$ cat config.mk
export PLATFORM = sky130hd
export DESIGN_NAME = opm_top
export DESIGN_NICKNAME = d
export VERILOG_FILES = /design/src/hdl/opm_pkg.sv /design/src/hdl/opm_bus_reg.sv /design/src/hdl/opm_timer.sv /design/src/hdl/opm_timinggen.sv /design/src/hdl/opm_top.sv
export VERILOG_INCLUDE_DIRS = /design/src /design/src/hdl
export SDC_FILE = /design/constraint.sdc
export NUM_CORES = 1
export LEC_CHECK = 0
export BUFFER_PORTS_ARGS = -buffer_cell sky130_fd_sc_hd__buf_4
export CAP_MARGIN = 20
export CORE_MARGIN = 2
export CORE_UTILIZATION = 59
export CTS_CLUSTER_DIAMETER = 100
export DETAILED_ROUTE_END_ITERATION = 10
export PLACE_DENSITY_LB_ADDON = 0.15
export SLEW_MARGIN = 20
export SYNTH_ARGS = -nofsm -noshare
export SYNTH_HDL_FRONTEND = slang
export SYNTH_SLANG_ARGS = --single-unit
$ cat constraint.sdc
create_clock -name i_emuclk -period 2.7 [get_ports i_emuclk]
set_clock_uncertainty 0.05 [all_clocks]
set_input_delay 0.405 -clock i_emuclk [delete_from_list [all_inputs] [get_ports i_emuclk]]
set_output_delay 0.405 -clock i_emuclk [all_outputs]
set_load 0.1 [all_outputs]
$ cat src/hdl/opm_params.svh
`ifndef OPM_PARAMS_SVH
`define OPM_PARAMS_SVH

// register addresses
`define OPM_ADDR_CLKA1      8'h10   // timer A bits 9:2
`define OPM_ADDR_CLKA2      8'h11   // timer A bits 1:0
`define OPM_ADDR_CLKB       8'h12
`define OPM_ADDR_TIMERCTRL  8'h14
`define OPM_ADDR_CT         8'h1B

// timer control bits
`define OPM_BIT_RUN_A       0
`define OPM_BIT_RUN_B       1
`define OPM_BIT_IRQEN_A     2
`define OPM_BIT_IRQEN_B     3
`define OPM_BIT_FRST_A      4
`define OPM_BIT_FRST_B      5

// CT pins in register 0x1B
`define OPM_BIT_CT1         6
`define OPM_BIT_CT2         7

// status byte
`define OPM_STAT_BUSY       7
`define OPM_STAT_FLAG_B     1
`define OPM_STAT_FLAG_A     0

`define OPM_SLOTS           32
`define OPM_BUSY_CYCLES     32      // counted in phi1 enables
`define OPM_TIMERB_PRESCALE 16

`endif

$ cat src/hdl/opm_pkg.sv
`include "opm_params.svh"

package opm_pkg;

    ////////////////////////////////////////////////////////////////////////////
    // bus and register widths

    // one byte on the chip data bus
    typedef logic [7:0] bus_data_t;

    // address latched by an A0 = 0 write
    typedef logic [7:0] reg_addr_t;

    ////////////////////////////////////////////////////////////////////////////
    // timer presets

    // timer A, CLKA1 on top of the two CLKA2 bits
    typedef logic [9:0] clka_t;

    // timer B
    typedef logic [7:0] clkb_t;

    ////////////////////////////////////////////////////////////////////////////
    // timing

    // slot index, one sweep is OPM_SLOTS phi1 cycles
    typedef logic [$clog2(`OPM_SLOTS)-1:0] slot_t;

endpackage

$ cat src/hdl/opm_bus_reg.sv
`timescale 1ns/1ns
`include "opm_params.svh"

module opm_bus_reg (
    input  logic                i_emuclk,
    input  logic                i_rst_n,
    input  logic                i_phi1_cen,
    input  logic                i_cs_n,
    input  logic                i_rd_n,
    input  logic                i_wr_n,
    input  logic                i_a0,
    input  opm_pkg::bus_data_t  i_d,
    input  logic                i_flag_a,
    input  logic                i_flag_b,
    output opm_pkg::bus_data_t  o_d,
    output logic                o_d_oe,
    output logic                o_ct1,
    output logic                o_ct2,
    output logic                o_irq_n,
    output logic                o_run_a,
    output logic                o_run_b,
    output logic                o_irqen_a,
    output logic                o_irqen_b,
    output logic                o_frst_a,
    output logic                o_frst_b,
    output opm_pkg::clka_t      o_clka,
    output opm_pkg::clkb_t      o_clkb
);
    import opm_pkg::*;

    localparam int BUSY_W = $clog2(`OPM_BUSY_CYCLES + 1);

    logic              wr_act;
    logic              wr_prev;
    logic              wr_pulse;
    logic              data_wr;
    logic              rd_act;
    logic              busy;
    logic [BUSY_W-1:0] busy_cnt;
    reg_addr_t         addr;
    bus_data_t         status;

    ////////////////////////////////////////////////////////////////////////////
    // write detection

    assign wr_act   = ~i_cs_n & ~i_wr_n;
    assign wr_pulse = wr_act & ~wr_prev;        // first clock of the strobe
    assign data_wr  = wr_pulse & i_a0;

    always_ff @(posedge i_emuclk) begin
        if (!i_rst_n) begin
            wr_prev <= 1'b0;
            addr    <= '0;
        end else begin
            wr_prev <= wr_act;
            if (wr_pulse && !i_a0) begin
                addr <= i_d;
            end
        end
    end

    ////////////////////////////////////////////////////////////////////////////
    // control registers

    always_ff @(posedge i_emuclk) begin
        if (!i_rst_n) begin
            o_clka    <= '0;
            o_clkb    <= '0;
            o_run_a   <= 1'b0;
            o_run_b   <= 1'b0;
            o_irqen_a <= 1'b0;
            o_irqen_b <= 1'b0;
            o_ct1     <= 1'b0;
            o_ct2     <= 1'b0;
        end else if (data_wr) begin
            case (addr)
                `OPM_ADDR_CLKA1: o_clka[9:2] <= i_d;
                `OPM_ADDR_CLKA2: o_clka[1:0] <= i_d[1:0];
                `OPM_ADDR_CLKB:  o_clkb      <= i_d;
                `OPM_ADDR_TIMERCTRL: begin
                    o_run_a   <= i_d[`OPM_BIT_RUN_A];
                    o_run_b   <= i_d[`OPM_BIT_RUN_B];
                    o_irqen_a <= i_d[`OPM_BIT_IRQEN_A];
                    o_irqen_b <= i_d[`OPM_BIT_IRQEN_B];
                end
                `OPM_ADDR_CT: begin
                    o_ct1 <= i_d[`OPM_BIT_CT1];
                    o_ct2 <= i_d[`OPM_BIT_CT2];
                end
                default: ;                      // dropped sound registers
            endcase
        end
    end

    // flag resets are strobes, not stored bits
    always_ff @(posedge i_emuclk) begin
        if (!i_rst_n) begin
            o_frst_a <= 1'b0;
            o_frst_b <= 1'b0;
        end else begin
            o_frst_a <= data_wr && (addr == `OPM_ADDR_TIMERCTRL) && i_d[`OPM_BIT_FRST_A];
            o_frst_b <= data_wr && (addr == `OPM_ADDR_TIMERCTRL) && i_d[`OPM_BIT_FRST_B];
        end
    end

    ////////////////////////////////////////////////////////////////////////////
    // busy, status read and interrupt

    always_ff @(posedge i_emuclk) begin
        if (!i_rst_n) begin
            busy_cnt <= '0;
        end else if (data_wr) begin
            busy_cnt <= BUSY_W'(`OPM_BUSY_CYCLES);  // restarts on every data write
        end else if (i_phi1_cen && busy) begin
            busy_cnt <= busy_cnt - 1'b1;
        end
    end

    assign busy = (busy_cnt != '0);

    always_comb begin
        status                   = '0;
        status[`OPM_STAT_BUSY]   = busy;
        status[`OPM_STAT_FLAG_B] = i_flag_b;
        status[`OPM_STAT_FLAG_A] = i_flag_a;
    end

    assign rd_act = ~i_cs_n & ~i_rd_n;

    always_ff @(posedge i_emuclk) begin
        if (!i_rst_n) begin
            o_d_oe <= 1'b0;
            o_d    <= '0;
        end else begin
            o_d_oe <= rd_act;
            o_d    <= rd_act ? status : '0;
        end
    end

    assign o_irq_n = ~(i_flag_a | i_flag_b);   // flags only set with irq enabled

endmodule

$ cat src/hdl/opm_timer.sv
`timescale 1ns/1ns

module opm_timer #(
    parameter int WIDTH    = 10,
    parameter int PRESCALE = 1
) (
    input  logic             i_emuclk,
    input  logic             i_rst_n,
    input  logic             i_slot_tick,   // once per 32-slot sweep
    input  logic             i_run,
    input  logic             i_irq_en,
    input  logic             i_flag_rst,
    input  logic [WIDTH-1:0] i_preset,
    output logic             o_flag
);

    localparam int PS_W = (PRESCALE > 1) ? $clog2(PRESCALE) : 1;

    logic [PS_W-1:0]  ps_cnt;
    logic             ps_last;
    logic             cnt_tick;
    logic [WIDTH-1:0] cnt;
    logic             ovfl;

    ////////////////////////////////////////////////////////////////////////////
    // prescaler

    // with PRESCALE of 1 this stays at zero and every tick counts
    assign ps_last  = (ps_cnt == PS_W'(PRESCALE - 1));
    assign cnt_tick = i_slot_tick & ps_last;

    always_ff @(posedge i_emuclk) begin
        if (!i_rst_n) begin
            ps_cnt <= '0;
        end else if (!i_run) begin
            ps_cnt <= '0;
        end else if (i_slot_tick) begin
            ps_cnt <= ps_last ? '0 : ps_cnt + 1'b1;
        end
    end

    ////////////////////////////////////////////////////////////////////////////
    // main counter

    assign ovfl = i_run & cnt_tick & (&cnt);   // counting past all ones

    always_ff @(posedge i_emuclk) begin
        if (!i_rst_n) begin
            cnt <= '0;
        end else if (!i_run) begin
            cnt <= i_preset;                    // parked on the preset
        end else if (cnt_tick) begin
            cnt <= ovfl ? i_preset : cnt + 1'b1;
        end
    end

    ////////////////////////////////////////////////////////////////////////////
    // sticky flag

    always_ff @(posedge i_emuclk) begin
        if (!i_rst_n) begin
            o_flag <= 1'b0;
        end else if (ovfl && i_irq_en) begin
            o_flag <= 1'b1;                     // set beats reset
        end else if (i_flag_rst) begin
            o_flag <= 1'b0;
        end
    end

endmodule

$ cat src/hdl/opm_timinggen.sv
`timescale 1ns/1ns
`include "opm_params.svh"

module opm_timinggen (
    input  logic            i_emuclk,
    input  logic            i_rst_n,
    input  logic            i_phim_pcen_n,  // phiM enable, active low
    output logic            o_phi1,
    output logic            o_phi1_cen,
    output logic            o_slot_tick,
    output opm_pkg::slot_t  o_slot
);
    import opm_pkg::*;

    logic phim_cen;

    assign phim_cen = ~i_phim_pcen_n;

    ////////////////////////////////////////////////////////////////////////////
    // phi1 and its enable

    // phi1 is phiM divided by two
    always_ff @(posedge i_emuclk) begin
        if (!i_rst_n) begin
            o_phi1 <= 1'b0;
        end else if (phim_cen) begin
            o_phi1 <= ~o_phi1;
        end
    end

    assign o_phi1_cen = phim_cen & o_phi1;     // every second phiM enable

    ////////////////////////////////////////////////////////////////////////////
    // slot counter

    always_ff @(posedge i_emuclk) begin
        if (!i_rst_n) begin
            o_slot <= '0;
        end else if (o_phi1_cen) begin
            o_slot <= o_slot + 1'b1;            // wraps 31 -> 0 by itself
        end
    end

    // end of sweep, one clock wide
    assign o_slot_tick = o_phi1_cen & (o_slot == slot_t'(`OPM_SLOTS - 1));

endmodule

$ cat src/hdl/opm_top.sv
`timescale 1ns/1ns
`include "opm_params.svh"

module opm_top (
    input  logic                i_emuclk,
    input  logic                i_rst_n,
    input  logic                i_phim_pcen_n,
    output logic                o_phi1,
    input  logic                i_cs_n,
    input  logic                i_rd_n,
    input  logic                i_wr_n,
    input  logic                i_a0,
    input  opm_pkg::bus_data_t  i_d,
    output opm_pkg::bus_data_t  o_d,
    output logic                o_d_oe,
    output logic                o_ct1,
    output logic                o_ct2,
    output logic                o_irq_n
);
    import opm_pkg::*;

    ////////////////////////////////////////////////////////////////////////////
    // interconnect

    logic   phi1_cen;
    logic   slot_tick;
    slot_t  slot;                               // observed by the assertions
    clka_t  clka;
    clkb_t  clkb;
    logic   run_a, run_b;
    logic   irqen_a, irqen_b;
    logic   frst_a, frst_b;
    logic   flag_a, flag_b;

    ////////////////////////////////////////////////////////////////////////////
    // blocks

    opm_timinggen u_timinggen (
        .i_emuclk       (i_emuclk),
        .i_rst_n        (i_rst_n),
        .i_phim_pcen_n  (i_phim_pcen_n),
        .o_phi1         (o_phi1),
        .o_phi1_cen     (phi1_cen),
        .o_slot_tick    (slot_tick),
        .o_slot         (slot)
    );

    opm_bus_reg u_bus_reg (
        .i_emuclk   (i_emuclk),   .i_rst_n    (i_rst_n),    .i_phi1_cen (phi1_cen),
        .i_cs_n     (i_cs_n),     .i_rd_n     (i_rd_n),     .i_wr_n     (i_wr_n),
        .i_a0       (i_a0),       .i_d        (i_d),        .i_flag_a   (flag_a),
        .i_flag_b   (flag_b),     .o_d        (o_d),        .o_d_oe     (o_d_oe),
        .o_ct1      (o_ct1),      .o_ct2      (o_ct2),      .o_irq_n    (o_irq_n),
        .o_run_a    (run_a),      .o_run_b    (run_b),      .o_irqen_a  (irqen_a),
        .o_irqen_b  (irqen_b),    .o_frst_a   (frst_a),     .o_frst_b   (frst_b),
        .o_clka     (clka),       .o_clkb     (clkb)
    );

    // timer A, 10 bits, one count per sweep
    opm_timer #(.WIDTH(10), .PRESCALE(1)) u_timer_a (
        .i_emuclk (i_emuclk), .i_rst_n (i_rst_n), .i_slot_tick (slot_tick),
        .i_run (run_a), .i_irq_en (irqen_a), .i_flag_rst (frst_a),
        .i_preset (clka), .o_flag (flag_a)
    );

    // timer B, 8 bits behind the /16 prescaler
    opm_timer #(.WIDTH(8), .PRESCALE(`OPM_TIMERB_PRESCALE)) u_timer_b (
        .i_emuclk (i_emuclk), .i_rst_n (i_rst_n), .i_slot_tick (slot_tick),
        .i_run (run_b), .i_irq_en (irqen_b), .i_flag_rst (frst_b),
        .i_preset (clkb), .o_flag (flag_b)
    );

endmodule

==> metrics.cfg <==
[clock_tree]
post_cts_buffers=0
cts_tree=built
clock_sinks=75
htreeDepth=3
cts_buffers=9
insertion_delay_ps=360
cts.repair.resized=0
clkTransAtPathRegs_ps=90
clockBufferDepth=2
cts_root_buf=clkbuf_8
hold_buffers=0

[power]
power.leakage_nw=1.45
power_mw=2.14
p_int_mw=1.59
p_switching_mw=0.542
power_density_mw_per_mm2=551
combPwrFrac_pct=7.1
netSwitchingFraction_pct=25.4
p_seq_share_pct=52.8
irDropWorstVdd_mv=0.458
power.share.clock_pct=40.1

[synthesis]
synth-main-ff-cell=dfxtp_1
avgSynthCellArea_um2=8.93
synth_area_mm2=0.00346
synth_edf_count=0
syn_inst=388
async_reset_ff_share_pct=0
ys_seq_area_share_pct=43.3
ys_ff_latch=75
yosys.area.top_type=dfxtp_1
synth.distinct_cells=54
synth_top_area_share_pct=43.3
synth_warnings=0
synthTopCellsByArea=dfxtp_1 (43%), mux2i_1 (9.8%), nor2_1 (5.5%)

[min_path]
hold_start=i_wr_n
hp-class=input pin to flip-flop

[layout]
final_common_cell=dfxtp_1
final_nets=431
finalNonFillerCells=486
syn2layout_area_growth_pct=11.9
drive_gt1_share_pct=11.6
layout_common_cells=dfxtp_1 (75), nor2_1 (51), mux2i_1 (34)
num_antenna_cells=0

[route]
post_drt_wl_per_cell_um=15.8
drtIter0Drc=181
remaining_drc_errors=0
vias_per_cell=6.03
firstDrtPassIters=4
num_vias=2930
totalWireLength_um=7670
ant_nets=0

[place]
dp_hpwl_um=5480
place_congestion=0.822
pre_cts_slack_ps=392
io_buffers=22
place_inst=470

[worst_setup_path]
worstPathArrival_ps=2390
start_kind=flip-flop
crit_type=flip-flop to flip-flop
cp_max_fo=13
timing.rr.start=u_timinggen.o_slot[0]
endpoint_kind=flip-flop
cp-startpoint=u_timinggen.o_slot[0]
worstPathRequired_ps=2870

[sta]
finalHoldViolCount=0
fin_ws_ps=474
drv_slew=0
fmax_mhz=449
final.setup.tns_ps=0
worst_slew_pin_slew_ps=579
setup_viol=0
fin_crit_ps=2230
rsz0062_at_grt=no
fin_crit_sh_pct=82.4
maxSlewHeadroom_pct=60.9

[global_route]
grtUsageTotal_pct=25.7
antenna_found_initial=0
grt_pass1_wl_um=12800
grt_max_degree=28
grt_pass1_vias=2833
grt_overflow=0

[run]
cap_violations=0

[floorplanning]
initial_core_util_pct=62.2
design.die.area_mm2=0.00650
die_w_um=80.6
io_pins=28
coreArea_mm2=0.00557
num_rows=27
die_h_um=80.6

[outcome]
status=finished, final reports clean

==> flip-flops by register name, summed over array words and instances, names as in the netlist <==
register and flops:
u_timinggen.o_slot 5, u_bus_reg.o_run_a 1, u_bus_reg.o_irqen_b 1, u_bus_reg.o_run_b 1, u_bus_reg.o_clkb 8, u_bus_reg.o_frst_b 1, u_timer_b.cnt 8, u_bus_reg.o_d 3
u_timer_a.cnt 10, u_bus_reg.o_clka 10, u_bus_reg.addr 8, u_bus_reg.o_ct1 1, u_timer_b.ps_cnt 4, u_bus_reg.o_ct2 1, u_bus_reg.wr_prev 1, u_timer_a.o_flag 1
u_bus_reg.o_frst_a 1, u_timer_b.o_flag 1, u_bus_reg.o_d_oe 1, u_bus_reg.busy_cnt 6, u_timinggen.o_phi1 1, u_bus_reg.o_irqen_a 1
==> cell families after synthesis <==
logic type	after synthesis	synth area share, %
AOI/OAI and AO/OA	62	12.2
xor gates and xnor gates	13	3.29
adders and majority gates	7	2.53
buffers and inverters	31	3.97
DFF	75	43.3
muxes	34	9.82
other	1	0.108
and+or+nand+nor	165	24.8
==> path summary, 6_finish.rpt <==
path / slack [ps] / to / depth (start not counted)
hold reg to reg: 420 / u_timer_a.cnt[8] / 2
hold / removal: 170 / u_bus_reg.wr_prev / 2
setup reg to reg: 470 / u_timer_b.cnt[5] / 8
setup / recovery: 470 / u_timer_b.cnt[5] / 8
==> power by group through the flow <==
stage	clock network, mW	registers [mW]	logic (mW)
floorplan	0	1.17	0.0963
global placement	0	1.15	0.149
detailed placement	0	1.15	0.151
CTS	0.862	1.13	0.151
global route	0.910	1.13	0.164
finish	0.856	1.13	0.152
==> Yosys cell counts (7+ instances only) <==
cell	instances
a21oi_1	12
a31oi_1	9
and3_1	8
clkbuf_1	16
dfxtp_1	75
ha_1	7
mux2i_1	34
nand2_1	29
nand3_1	14
nand4_1	14
nor2_1	51
nor3_1	13
o21ai_0	13
xor2_1	10
==> per-layer routing <==
layer  track usage, %  up-vias  part of all wire (%)
met1             31.7     1377                    46
li1                 -     1443                     -
met5                0        -                     0
met4             13.2        0                   3.0
met2             42.8       84                    47
met3             4.83       26                   4.3
==> worst max-delay path: stages, from the launching register on <==
cell and delay [ps]:
dfxtp_1 380, ha_1 180, and3_1 170, ha_1 170, nand3b_1 120, buf_4 210
nor2_1 450, a2bb2oi_1 230, a41oi_1 120
==> layout make-up <==
class | count | area [um2]
multi-input combinational | 286 | 1840
fill | 447 | 1700
sequential | 75 | 1500
timing repair buffer | 30 | 225
clock buffer | 11 | 131
tap | 72 | 90.1
clock inverter | 5 | 62.6
inverter | 7 | 26.3
==> stage by stage <==
step	util [%]	hold slack, ps	instance area [um2]
2_1_floorplan	-	380	3480
3_3_place_gp	66.1	403	3680
3_5_place_dp	66.1	415	3680
4_1_cts	69.6	171	3880
5_1_grt	69.6	176	3880
6_report	69.6	167	3880
Note: power is estimated with default switching activity, not from simulation.
